File: src/icache_pkg.sv
// ~~~~~~~~~~~~~~~~~~~~~~~~~~~~~~~~~~~~~~~~~~~~~~~~~~~~~~~~~~~~
// icache geometry constants, controller state encoding
// and the cpu cache operation encoding
// ~~~~~~~~~~~~~~~~~~~~~~~~~~~~~~~~~~~~~~~~~~~~~~~~~~~~~~~~~~~~

package icache_pkg;

    // widths seen by the cpu and the buses
    localparam int addr_w     = 32;
    localparam int word_w     = 32;  // one instruction

    // geometry
    localparam int way_num    = 4;
    localparam int set_num    = 64;
    localparam int line_words = 4;
    localparam int line_w     = line_words * word_w;  // 128, word 0 in the low bits

    // address split: tag | index | byte offset
    localparam int offset_w   = $clog2(line_words * 4);
    localparam int index_w    = $clog2(set_num);
    localparam int tag_w      = addr_w - index_w - offset_w;  // 22

    localparam int way_w      = $clog2(way_num);
    localparam int plru_w     = way_num - 1;  // root plus one leaf per pair

    // miss path goes lookup -> miss_req -> refill -> refill_done -> lookup,
    // uncached path goes lookup -> unc_req -> unc_wait -> unc_done -> lookup
    typedef enum logic [2:0] {
        st_lookup      = 3'd0,
        st_miss_req    = 3'd1,
        st_refill      = 3'd2,
        st_refill_done = 3'd3,
        st_unc_req     = 3'd4,
        st_unc_wait    = 3'd5,
        st_unc_done    = 3'd6
    } ctrl_state_e;

    // cache operations the fetch stage may issue
    typedef enum logic {
        op_none          = 1'b0,
        op_index_invalid = 1'b1  // drop all ways of one index
    } cache_op_e;

endpackage

File: src/icache_plru.sv
// ~~~~~~~~~~~~~~~~~~~~~~~~~~~~~~~~~~~~~~~~~~~~~~~~~~~~~~~~~~~~
// tree pseudo-lru state for every set, victim pick and update
// ~~~~~~~~~~~~~~~~~~~~~~~~~~~~~~~~~~~~~~~~~~~~~~~~~~~~~~~~~~~~

`timescale 1ns/1ps

module icache_plru (
    input  logic                            clk,
    input  logic                            rst_n,
    input  logic [icache_pkg::index_w-1:0]  index,
    input  logic                            hit,
    input  logic [icache_pkg::way_w-1:0]    hit_way,
    output logic [icache_pkg::way_w-1:0]    victim
);

    // bit 0 root, bit 1 leaf of ways 0-1, bit 2 leaf of ways 2-3
    localparam int root_bit = 0;
    localparam int lo_bit   = 1;
    localparam int hi_bit   = 2;

    logic [icache_pkg::set_num-1:0][icache_pkg::plru_w-1:0] tree_q;
    logic [icache_pkg::plru_w-1:0]                         cur_bits;

    assign cur_bits = tree_q[index];

    // walk the tree as stored
    always_comb begin
        if (cur_bits[root_bit]) begin
            victim = {1'b1, cur_bits[hi_bit]};
        end else begin
            victim = {1'b0, cur_bits[lo_bit]};
        end
    end

    // point the path of the hit way away from it
    always_ff @(posedge clk) begin
        if (!rst_n) begin
            tree_q <= '0;
        end else if (hit) begin
            tree_q[index][root_bit] <= ~hit_way[1];
            if (hit_way[1]) begin
                tree_q[index][hi_bit] <= ~hit_way[0];
            end else begin
                tree_q[index][lo_bit] <= ~hit_way[0];
            end
        end
    end

endmodule

File: config.mk
export PLATFORM = sky130hd
export DESIGN_NAME = icache_plru
export DESIGN_NICKNAME = d
export VERILOG_FILES = /design/src/icache_pkg.sv /design/src/icache_plru.sv
export SDC_FILE = /design/constraint.sdc
export NUM_CORES = 1
export LEC_CHECK = 0
export BUFFER_PORTS_ARGS = -buffer_cell sky130_fd_sc_hd__buf_2
export CORE_ASPECT_RATIO = 0.7
export CORE_MARGIN = 2
export CORE_UTILIZATION = 35
export CTS_CLUSTER_DIAMETER = 150
export CTS_CLUSTER_SIZE = 30
export DETAILED_ROUTE_END_ITERATION = 7
export GPL_ROUTABILITY_DRIVEN = 0
export HOLD_SLACK_MARGIN = 0.05
export PLACE_DENSITY = 0.51
export SLEW_MARGIN = 20
export SYNTH_ARGS = -nofsm -noshare
export SYNTH_HDL_FRONTEND = slang
export SYNTH_SLANG_ARGS = --single-unit
export TNS_END_PERCENT = 1
File: constraint.sdc
create_clock -name clk -period 3.36 [get_ports clk]
set_clock_uncertainty 0.15 [all_clocks]
set_input_delay 0.672 -clock clk [delete_from_list [all_inputs] [get_ports clk]]
set_output_delay 0.672 -clock clk [all_outputs]
set_load 0.01 [all_outputs]
==> summary by stage <==
Floorplan
The die is 140 um tall. The die covers 27600 sq um. The area inside the core boundary is 25700 sq um. Row generation in the floorplan step produced 49 rows. The width of the die is 198 um. The initial cell density of the core is 0.357. The number of top-level pins is 13.

STA
The total negative slack for setup checks is -400 ps. Setup repair after global routing could not meet its margin everywhere. Measured against its own limit, the worst slew margin works out to 0.498.

For the pin with the worst max-slew slack, the measured transition is 753 ps. The final max-slew violation count is 0. Based on the critical path, the design can be clocked at up to 277 MHz.

Setup violations remaining at the end of the flow were counted as 2. The final number of hold-violating endpoints came to 0. The final worst setup slack is -246 ps. The post-route minimum period is 3610 ps.

The worst hold slack after final layout is 325 ps. The fraction of the cycle the final worst path needs is 1.07.

Logic synthesis
Of all flip-flops after synthesis, the portion carrying an async set or reset was 0. For this run, the number of Yosys warnings is 0. Counting distinct cell types in the post-synthesis netlist gives 49. The main flop type after synthesis is sky130_fd_sc_hd__dfxtp_1. The share of the synthesized area in the top cell type is 0.418. The number of nets handed over by synthesis was 1082. The biggest area consumer among synthesized cells is sky130_fd_sc_hd__dfxtp_1. The number of flops mapped to enable cells by yosys is 0. The mean instance size in the synthesized netlist is 8.59 sq um.

Yosys attributes the largest share of cell area to sky130_fd_sc_hd__dfxtp_1, sky130_fd_sc_hd__a311oi_1, sky130_fd_sc_hd__a21oi_1. The sequential-to-total area share from yosys stat is 0.418. The synthesized instance count is 1071.

The number of storage elements in the synthesis netlist is 192. Summing every instance area after synthesis gives 9200 sq um.

Drt
The remaining antenna violation count after routing is 0. Dividing the detail-routed wire length by the instance count gives 23.1 um. The detailed router placed 8743 vias in this run.

After detailed routing, the number of vias per cell comes to 6.17. The detailed router finished its first iteration with 857 violations. The final wirelength is 32700 um.

After detailed routing, the number of remaining DRC violations is 0. The first TritonRoute pass finished after 6 iterations.

Final layout
Once layout is done, the placed cells without fillers occupy 10900 sq um. The repair_antennas step left the layout with diodes totalling 0. The final-layout fill cell count is 2566. The synthesis-to-finish area growth is 18.0%. The area used by sequential logic in the layout is 3850 sq um. The flip-flop count of the largest register after layout is 192. In the final layout, the registers with the most flip-flops are tree_q: 192 flops. The ratio of cells with drive above 1 in the final layout is 0.196. tree_q holds more flip-flops than any other register. The multi-input combinational cells in the finished layout cover a total of 4870 sq um. The final net count is 1084.

Setup path
The worst setup path is launched from a primary input. The maximum fanout along the worst path is 6. STA classifies the critical path endpoint as a primary output. The required time at the worst-slack endpoint is 2540 ps. The type of the worst setup path is in -> out. STA puts the critical path data arrival time at 2780 ps.

Clock network
The CTS tree is done. The post-CTS clock slew at the launch and capture registers of the worst setup and hold paths is 70 ps. The clock root buffer is sky130_fd_sc_hd__clkbuf_16.

For the worst-skew pair, the clock arrives at the later sink with an insertion delay of 460 ps. The number of CTS-inserted buffers is 17. The number of H-tree levels is 4. Counting along the longest clock path gives a buffer depth of 2. The clock drives 192 sinks.

Global route
The number of global-route vias before repair is 7810. The total grt overflow is 0. The initial antenna violation count is 1.

The overall routing resource usage is 0.240. Entering global routing, the biggest net connects 81 pins. The first-pass GRT wire length is 49800 um.

Pwr
Total power for the finished layout comes to 4.83 mW. The power per cell area is 445 nW/um^2. The static leakage is 3.35 nW.

The peak supply drop is 0.347 mV.

Flow run
Max-cap violations in this run came to 0.

Status
The flow ran to the end, but the final reports show violations. The checks that failed: setup timing.

Placement
The instance area at placement is 10100 sq um. The HPWL after detailed placement is 21300 um. Prior to clock tree synthesis, the placed netlist has a worst setup slack of -441 ps.

The count of buffers inserted at the top-level ports is 12.

Hold path
The class of the worst hold path is reg -> reg.
## cell type report
cell class              count  share of cell area
multi-input cells         735               0.448
flip-flops and latches    192               0.354
inverters                   5             0.00219
well taps                 331              0.0381
clock buffers              23              0.0440
clock inverters             8             0.00968
repair buffers            122               0.104
## synthesized netlist by cell type, types with 2 or more instances
cell and number:
sky130_fd_sc_hd__a211oi_1 26, sky130_fd_sc_hd__a21boi_0 16, sky130_fd_sc_hd__a21oi_1 210, sky130_fd_sc_hd__a221oi_1 4
sky130_fd_sc_hd__a22o_1 14, sky130_fd_sc_hd__a22oi_1 13, sky130_fd_sc_hd__a311oi_1 121, sky130_fd_sc_hd__and2_1 4
sky130_fd_sc_hd__and3_1 2, sky130_fd_sc_hd__buf_1 5, sky130_fd_sc_hd__buf_2 27, sky130_fd_sc_hd__buf_4 2
sky130_fd_sc_hd__buf_6 2, sky130_fd_sc_hd__clkbuf_1 103, sky130_fd_sc_hd__dfxtp_1 192, sky130_fd_sc_hd__inv_1 4
sky130_fd_sc_hd__mux2_2 2, sky130_fd_sc_hd__mux2i_1 19, sky130_fd_sc_hd__mux4_1 2, sky130_fd_sc_hd__mux4_2 4
sky130_fd_sc_hd__nand2_1 41, sky130_fd_sc_hd__nand2b_1 3, sky130_fd_sc_hd__nand3_1 41, sky130_fd_sc_hd__nand3b_1 35
sky130_fd_sc_hd__nand4_1 2, sky130_fd_sc_hd__nor2_1 52, sky130_fd_sc_hd__nor2b_1 9, sky130_fd_sc_hd__nor3b_1 2
sky130_fd_sc_hd__o21ai_0 42, sky130_fd_sc_hd__o22ai_1 18, sky130_fd_sc_hd__o41ai_1 8, sky130_fd_sc_hd__or2_2 5
sky130_fd_sc_hd__or3_1 4, sky130_fd_sc_hd__or3b_2 22
## through the flow
| step | utilization | instances |
|---|---|---|
| floorplan | - | 1071 |
| global placement | 0.393 | 1384 |
| detailed placement | 0.393 | 1384 |
| CTS | 0.418 | 1416 |
| global route | 0.422 | 1416 |
| finish | 0.422 | 1416 |
## metal layers
| layer | up-vias | track usage | wire (um) |
|---|---|---|---|
| li1 | 4126 | - | - |
| met1 | 4275 | 0.380 | 16500 |
| met2 | 324 | 0.318 | 13400 |
| met3 | 18 | 0.0599 | 2630 |
| met4 | 0 | 0.0550 | 218 |
| met5 | - | 0 | 0 |
## critical path, cell delays in order
cell and delay (ps):
sky130_fd_sc_hd__buf_12 110, sky130_fd_sc_hd__mux4_2 510, sky130_fd_sc_hd__mux2i_2 170, sky130_fd_sc_hd__o22ai_2 130, sky130_fd_sc_hd__or3_1 380, sky130_fd_sc_hd__or4_4 440
sky130_fd_sc_hd__mux2i_2 210, sky130_fd_sc_hd__buf_2 160
## placed cells by master (no fill, tap or decap), drive strengths merged, types with 2 or more instances in the layout
cell type / count
nor2b: 9
a22oi: 13
and3: 2
o41ai: 8
a221oi: 4
a311oi: 121
a211oi: 26
or2: 5
or3: 4
o22ai: 18
nand4: 2
inv: 5
clkbuf: 23
nor2: 52
o21ai: 42
nor3b: 3
clkinv: 3
a22o: 14
bufinv: 2
clkinvlp: 3
nand3b: 35
buf: 122
or3b: 22
mux4: 6
and2: 4
nand2b: 3
dfxtp: 192
a21boi: 17
a21oi: 210
nand2: 41
mux2i: 19
mux2: 3
nand3: 41
## power by group
group,switching (mW),internal (mW)
sequential,0.00642,2.28
clock,0.927,1.15
combinational,0.308,0.152
total,1.24,3.59
## kinds of logic after synthesis
logic type	count (synthesis)	share of synthesized area
flops	192	0.418
simple gates	227	0.136
compound gates	480	0.342
buf+inv	144	0.0649
mux	28	0.0398
## what timing repair did
action                     4_1_cts  5_1_grt
pin swaps                        2        6
setup endpoints to repair        2        2
gates resized for setup         12       25
setup buffers                    0        0
hold buffers                     0        0
gates cloned                     1        0
## worst paths after layout
check                           slack [ps]       start          to  depth (start not counted)
worst max-delay path                  -250    index[1]   victim[0]                          8
worst min-delay path                   320   tree_q[4]   tree_q[4]                          2
worst max register to register        2390  tree_q[29]  tree_q[29]                          2
worst min register to register         320   tree_q[4]   tree_q[4]                          2
(Power assumes the default switching activity.)
