File: src/icache_pkg.sv
// ~~~~~~~~~~~~~~~~~~~~~~~~~~~~~~~~~~~~~~~~~~~~~~~~~~~~~~~~~~~~
// icache geometry constants, controller state encoding
// and the cpu cache operation encoding
// ~~~~~~~~~~~~~~~~~~~~~~~~~~~~~~~~~~~~~~~~~~~~~~~~~~~~~~~~~~~~

package icache_pkg;

    // widths seen by the cpu and the buses
    localparam int addr_w     = 32;
    localparam int word_w     = 32;  // one instruction

    // geometry
    localparam int way_num    = 4;
    localparam int set_num    = 64;
    localparam int line_words = 4;
    localparam int line_w     = line_words * word_w;  // 128, word 0 in the low bits

    // address split: tag | index | byte offset
    localparam int offset_w   = $clog2(line_words * 4);
    localparam int index_w    = $clog2(set_num);
    localparam int tag_w      = addr_w - index_w - offset_w;  // 22

    localparam int way_w      = $clog2(way_num);
    localparam int plru_w     = way_num - 1;  // root plus one leaf per pair

    // miss path goes lookup -> miss_req -> refill -> refill_done -> lookup,
    // uncached path goes lookup -> unc_req -> unc_wait -> unc_done -> lookup
    typedef enum logic [2:0] {
        st_lookup      = 3'd0,
        st_miss_req    = 3'd1,
        st_refill      = 3'd2,
        st_refill_done = 3'd3,
        st_unc_req     = 3'd4,
        st_unc_wait    = 3'd5,
        st_unc_done    = 3'd6
    } ctrl_state_e;

    // cache operations the fetch stage may issue
    typedef enum logic {
        op_none          = 1'b0,
        op_index_invalid = 1'b1  // drop all ways of one index
    } cache_op_e;

endpackage

File: src/icache_ctrl.sv
// ~~~~~~~~~~~~~~~~~~~~~~~~~~~~~~~~~~~~~~~~~~~~~~~~~~~~~~~~~~~~
// icache controller: request buffer, hit check, word select,
// miss and uncached FSM, line bus and word bus requests
// ~~~~~~~~~~~~~~~~~~~~~~~~~~~~~~~~~~~~~~~~~~~~~~~~~~~~~~~~~~~~

`timescale 1ns/1ps

module icache_ctrl (
    input  logic                                                    clk,
    input  logic                                                    rst_n,
    // cpu side
    input  logic                                                    valid,
    input  logic [icache_pkg::addr_w-1:0]                           addr,
    input  logic                                                    cached,
    input  icache_pkg::cache_op_e                                   op,
    input  logic                                                    stall,
    output logic                                                    busy,
    output logic [icache_pkg::word_w-1:0]                           rdata,
    // way rams
    input  logic [icache_pkg::way_num-1:0]                          rd_valid,
    input  logic [icache_pkg::way_num-1:0][icache_pkg::tag_w-1:0]   rd_tag,
    input  logic [icache_pkg::way_num-1:0][icache_pkg::line_w-1:0]  rd_line,
    output logic [icache_pkg::index_w-1:0]                          ram_rd_index,
    output logic [icache_pkg::way_num-1:0]                          ram_wr_en,
    output logic                                                    ram_inv_en,
    output logic [icache_pkg::tag_w-1:0]                            ram_wr_tag,
    output logic [icache_pkg::line_w-1:0]                           ram_wr_line,
    // plru
    input  logic [icache_pkg::way_w-1:0]                            victim,
    output logic [icache_pkg::index_w-1:0]                          plru_index,
    output logic                                                    plru_hit,
    output logic [icache_pkg::way_w-1:0]                            hit_way,
    // line bus
    output logic                                                    rd_req,
    output logic [icache_pkg::addr_w-1:0]                           rd_addr,
    input  logic                                                    rd_rdy,
    input  logic                                                    ret_valid,
    input  logic [icache_pkg::line_w-1:0]                           ret_data,
    // word bus
    output logic                                                    urd_req,
    output logic [icache_pkg::addr_w-1:0]                           urd_addr,
    input  logic                                                    urd_rdy,
    input  logic                                                    uret_valid,
    input  logic [icache_pkg::word_w-1:0]                           uret_data
);

    icache_pkg::ctrl_state_e state, state_next;

    // incoming address fields
    logic [icache_pkg::tag_w-1:0]    in_tag;
    logic [icache_pkg::index_w-1:0]  in_index;
    logic [icache_pkg::offset_w-1:0] in_offset;

    // request buffer
    logic                            buf_valid;
    logic [icache_pkg::tag_w-1:0]    buf_tag;
    logic [icache_pkg::index_w-1:0]  buf_index;
    logic [icache_pkg::offset_w-1:0] buf_offset;
    logic                            buf_cached;
    icache_pkg::cache_op_e           buf_op;

    logic                            accept;
    logic                            fetch_req;  // buffered request wants data
    logic [icache_pkg::way_num-1:0]  hit_vec;
    logic                            cache_hit;
    logic [icache_pkg::line_w-1:0]   hit_line;
    logic [icache_pkg::offset_w-3:0] word_sel;
    logic [icache_pkg::word_w-1:0]   hit_word;
    logic [icache_pkg::word_w-1:0]   unc_word;

    assign in_tag    = addr[icache_pkg::addr_w-1 -: icache_pkg::tag_w];
    assign in_index  = addr[icache_pkg::offset_w +: icache_pkg::index_w];
    assign in_offset = addr[icache_pkg::offset_w-1:0];

    assign accept    = !stall && !busy;
    assign fetch_req = buf_valid && (buf_op == icache_pkg::op_none);

    always_ff @(posedge clk) begin
        if (!rst_n) begin
            buf_valid <= 1'b0;
        end else if (accept) begin
            buf_valid <= valid;
        end
    end

    always_ff @(posedge clk) begin
        if (accept) begin
            buf_tag    <= in_tag;
            buf_index  <= in_index;
            buf_offset <= in_offset;
            buf_cached <= cached;
            buf_op     <= op;
        end
    end

    // tag compare on the ram outputs of the buffered set
    always_comb begin
        for (int i = 0; i < icache_pkg::way_num; i++) begin
            hit_vec[i] = rd_valid[i] && (rd_tag[i] == buf_tag);
        end
    end

    assign cache_hit = |hit_vec;

    always_comb begin
        hit_way = '0;
        for (int i = 0; i < icache_pkg::way_num; i++) begin
            if (hit_vec[i]) begin
                hit_way = icache_pkg::way_w'(i);
            end
        end
    end

    assign hit_line = rd_line[hit_way];
    assign word_sel = buf_offset[icache_pkg::offset_w-1:2];
    assign hit_word = hit_line[word_sel*icache_pkg::word_w +: icache_pkg::word_w];

    // uncached word, never written into a way
    always_ff @(posedge clk) begin
        if (state == icache_pkg::st_unc_wait && uret_valid) begin
            unc_word <= uret_data;
        end
    end

    assign rdata = (state == icache_pkg::st_unc_done) ? unc_word : hit_word;

    always_comb begin
        case (state)
            icache_pkg::st_lookup:   busy = fetch_req && (!buf_cached || !cache_hit);
            icache_pkg::st_unc_done: busy = 1'b0;
            default:                 busy = 1'b1;
        endcase
    end

    always_ff @(posedge clk) begin
        if (!rst_n) begin
            state <= icache_pkg::st_lookup;
        end else begin
            state <= state_next;
        end
    end

    always_comb begin
        state_next = state;
        case (state)
            icache_pkg::st_lookup: begin
                if (fetch_req && !buf_cached) begin
                    state_next = icache_pkg::st_unc_req;
                end else if (fetch_req && !cache_hit) begin
                    state_next = icache_pkg::st_miss_req;
                end
            end
            icache_pkg::st_miss_req: begin
                if (rd_rdy) begin
                    state_next = icache_pkg::st_refill;
                end
            end
            icache_pkg::st_refill: begin
                if (ret_valid) begin
                    state_next = icache_pkg::st_refill_done;
                end
            end
            icache_pkg::st_refill_done: state_next = icache_pkg::st_lookup;
            icache_pkg::st_unc_req: begin
                if (urd_rdy) begin
                    state_next = icache_pkg::st_unc_wait;
                end
            end
            icache_pkg::st_unc_wait: begin
                if (uret_valid) begin
                    state_next = icache_pkg::st_unc_done;
                end
            end
            icache_pkg::st_unc_done: begin
                if (!stall) begin
                    state_next = icache_pkg::st_lookup;
                end
            end
            default: state_next = icache_pkg::st_lookup;
        endcase
    end

    // refill reads the buffered set, a stall keeps it so rdata holds
    assign ram_rd_index = (state == icache_pkg::st_refill ||
                           state == icache_pkg::st_refill_done || stall) ? buf_index : in_index;

    always_comb begin
        ram_wr_en = '0;
        if (state == icache_pkg::st_refill && ret_valid) begin
            ram_wr_en[victim] = 1'b1;
        end
    end

    assign ram_inv_en  = accept && valid && (op == icache_pkg::op_index_invalid);
    assign ram_wr_tag  = buf_tag;
    assign ram_wr_line = ret_data;

    // one pulse per consumed hit
    assign plru_index = buf_index;
    assign plru_hit   = (state == icache_pkg::st_lookup) && fetch_req && buf_cached
                        && cache_hit && !stall;

    assign rd_req   = (state == icache_pkg::st_miss_req);
    assign rd_addr  = {buf_tag, buf_index, {icache_pkg::offset_w{1'b0}}};
    assign urd_req  = (state == icache_pkg::st_unc_req);
    assign urd_addr = {buf_tag, buf_index, buf_offset};

endmodule

File: config.mk
export PLATFORM = sky130hd
export DESIGN_NAME = icache_ctrl
export DESIGN_NICKNAME = d
export VERILOG_FILES = /design/src/icache_pkg.sv /design/src/icache_ctrl.sv
export SDC_FILE = /design/constraint.sdc
export NUM_CORES = 1
export LEC_CHECK = 0
export BUFFER_PORTS_ARGS = -buffer_cell sky130_fd_sc_hd__buf_2
export CORE_AREA = 8 8 414 416
export CTS_CLUSTER_SIZE = 14
export DETAILED_ROUTE_END_ITERATION = 8
export DIE_AREA = 0 0 422 424
export SYNTH_ARGS = -nofsm -noshare
export SYNTH_HDL_FRONTEND = slang
export SYNTH_SLANG_ARGS = --single-unit
File: constraint.sdc
create_clock -name clk -period 6.14 [get_ports clk]
set_input_delay 0.614 -clock clk [delete_from_list [all_inputs] [get_ports clk]]
set_output_delay 0.614 -clock clk [all_outputs]
set_load 0.02 [all_outputs]
==> metrics.yaml <==
cap_viol_max_count: 0
r2r-start: "ram_wr_tag[10]"
cts_buffer_depth: 2
start_util_pct: 6.08
p_int_w: 0.00139
grt_overflow: 0
hold_violations: 0
p_sw_share_pct: 48.9
powerDensity_nw_per_um2: 171
clk_latency_ns: 0.42
slew_violations: 0
path_class: "flop to primary output"
pin_count: 1077
cts_root_buf: "clkbuf_16"
irDropWorstVdd_mv: 0.142
synth_edf_count: 66
seq_area_frac_synth_pct: 20.6
postCtsSetupBuffers: 9
clock_power_share_pct: 23.3
ant_nets: 0
worst-path-max-fanout: 31
min-delay-path-class: "input port to flop"
crit_start: "ram_wr_tag[18]"
fin_hold_ws_ns: 0.366
grt_pass1_vias: 14034
clk_pin_slew_ns: 0.08
dr_total_vias: 14355
fin_cells: 4199
arrival_ns: 4.85
avgSynthCellArea_um2: 7.25
finalCriticalPeriod_ns: 5.46
yosysUniqueCellTypes: 50
finalWeightedCongestion: 0.980
cts_hold_buf: 0
cts_sinks: 70
die_area_um2: 179000
worstPathCellList: "buf_4 > xnor2_1 > nand4_1 > nor2_1 > nand2_4 > buf_4 > o21ai_0 > a31o_2 > a21o_1 > o221ai_1 > buf_2"
power_switching_w: 0.00133
place.detailed.hpwl_um: 120000
status: "finished clean"
whs_path_depth: 1
htree_num_levels: 3
busiest_layer: "met2"
via_per_inst: 3.42
synth_cells: 1378
fin_crit_sh_pct: 89.0
area_growth_pct: 59.3
grt_pass1_wl_um: 166000
synth_seq_cells: 70
grt_setup_unrepaired: "false"
cts_tree: "done"
ctsResizeCount: 0
drtPass1Iterations: 6
worst_pin_slew_ns: 1.15
crit_path_start_kind: "flop"
synth_area_um2: 9990
drc_errors: 0
hp-start: "addr[22]"
r2r_slack_ns: 1.92
grtUsageTotal_pct: 14.3
maxSlewHeadroom_pct: 23.1
core_area_um2: 164000
fp-row-count: 149
worstPathRequired_ns: 5.53
fp.dieH_um: 424
pwr-share-comb_pct: 52.4
dpl.cell_count: 4134
drt_iter0_markers: 1670
drive_above_1_share_pct: 48.6
synth-main-ff-cell: "edfxtp_1"
pre_cts_slack_ns: 0.434
detail_route.wl_per_cell_um: 32.3
numPortBuffers: 816
p_leak_nw: 6.86
crit_path_top_delay_cell: "o21ai_0"
nets: 2773
rr_endpoint: "ram_wr_tag[17]"
finalWorstSetupSlack_ns: 0.678
pwr-share-seq_pct: 24.3
finalClockSkew_ns: 0.0150
global_route.usage.met3_pct: 6.15
grtUsageMet2_pct: 24.7
fill_cells: 19458
die_x_um: 422
endpoint_kind: "primary output"
hold_path_end: "ram_wr_tag[12]"
slowest_delay_ns: 0.65
grt_max_degree: 78
use_met1_pct: 15.6
yosysWarnings: 0
crit_top_cell: "buf_4"
fmax_ghz: 0.183
setup_viol: 0
cts_made_buffers: 9
antenna_found_initial: 91
synth-async-reset-ratio_pct: 0
wl_um: 135000
reg2reg_depth: 11
cell usage in the layout (no fill, tap or decap), drive strengths merged, types with 4 or more instances in the layout:
cell,netlist,layout
mux2i,41,41
clkbuf,65,9
o41ai,4,4
inv,27,28
nor4,11,11
nor2,15,15
nand4,18,18
a2111oi,24,24
o2111ai,9,9
a32oi,5,5
and2,5,5
conb,1,4
dfxtp,4,4
a21o,23,23
and3,4,4
clkinv,0,4
a31o,23,23
diode,0,40
a21oi,59,59
nand2,305,305
mux2,6,6
a31oi,64,64
buf,232,870
o21a,6,6
xor2,19,19
a211oi,18,18
o311ai,10,10
nand3,45,45
nand2b,12,12
xnor2,69,69
o221ai,23,23
nor3,9,9
edfxtp,66,66
o21ai,144,144
through the flow:
| step | total power, W | util (%) | setup TNS [ns] | instance area, um2 |
|---|---|---|---|---|
| detailed placement | 0.00210 | 9.38 | 0 | 15400 |
| global route | 0.00288 | 9.65 | 0 | 15900 |
| global placement | 0.00210 | 9.35 | -0.166 | 15400 |
| floorplan | 0.00143 | - | 0 | 10000 |
| finish | 0.00272 | 9.68 | 0 | 15900 |
| CTS | 0.00282 | 9.61 | 0 | 15800 |
metal layers:
layer	vias up	part of all wire [%]
met1	7059	35
met4	30	3.9
met5	-	0.19
met3	224	12
met2	1091	49
li1	5951	-
Yosys cell counts, types with 23 or more instances:
cell type | number | area (um2)
nand2_1 | 305 | 1140
buf_4 | 190 | 1430
o21ai_0 | 141 | 706
xnor2_1 | 67 | 587
edfxtp_1 | 66 | 1980
a31oi_1 | 64 | 400
clkbuf_1 | 64 | 240
a21oi_1 | 59 | 295
nand3_1 | 45 | 225
mux2i_1 | 41 | 410
buf_2 | 29 | 145
inv_1 | 27 | 101
a2111oi_2 | 24 | 360
a21o_1 | 23 | 173
a31o_2 | 23 | 201
o221ai_1 | 23 | 201
area by class of cell:
type	count	area (um2)	area share, %
Multi-Input combinational cell	987	6010	37.8
Timing Repair Buffer	870	4600	28.9
Tap cell	2189	2740	17.2
Sequential cell	70	2060	13.0
Clock buffer	9	225	1.42
Inverter	27	101	0.637
Antenna cell	40	100	0.629
Clock inverter	7	73.8	0.464
critical path, delay by kind of cell, from the launching register on:
family	cells	cell delay (ns)
compound gates	4	1.49
simple gates	3	1.17
buf+inv	3	0.93
flops	1	0.61
xor+xnor	1	0.14
how the worst max path moves through the flow:
stage	slack (ns)	to	cells past startpoint
2_1_floorplan	1.31	buf_cached	9
3_3_place_gp	-0.17	rdata[1]	11
3_5_place_dp	0.43	rdata[6]	10
4_1_cts	0.02	rdata[6]	10
5_1_grt	0.19	rdata[4]	11
6_report	0.68	rdata[6]	11
power by group through the flow:
stage	clock network [W]	registers, W	logic (W)
6_report	0.000633	0.000662	0.00143
5_1_grt	0.000697	0.000669	0.00152
3_5_place_dp	0	0.000702	0.00139
3_3_place_gp	0	0.000700	0.00140
4_1_cts	0.000701	0.000665	0.00146
2_1_floorplan	0	0.000680	0.000749
cells by family after synthesis:
logic type,Yosys count,synth area share (%)
XOR/XNOR,88,7.87
AO/OA/AOI/OAI,415,28.1
other,1,0.0375
buffers and inverters,324,20.1
multiplexers,47,4.78
AND/OR/NAND/NOR,433,18.5
flip-flops,70,20.6
state kept, by name, summed over array words and instances (netlist names):
register    count
ram_wr_tag     22
buf_valid       1
unc_word       32
state           3
buf_op          1
plru_index      6
buf_offset      4
buf_cached      1
Power figures use the tool's default switching activity.
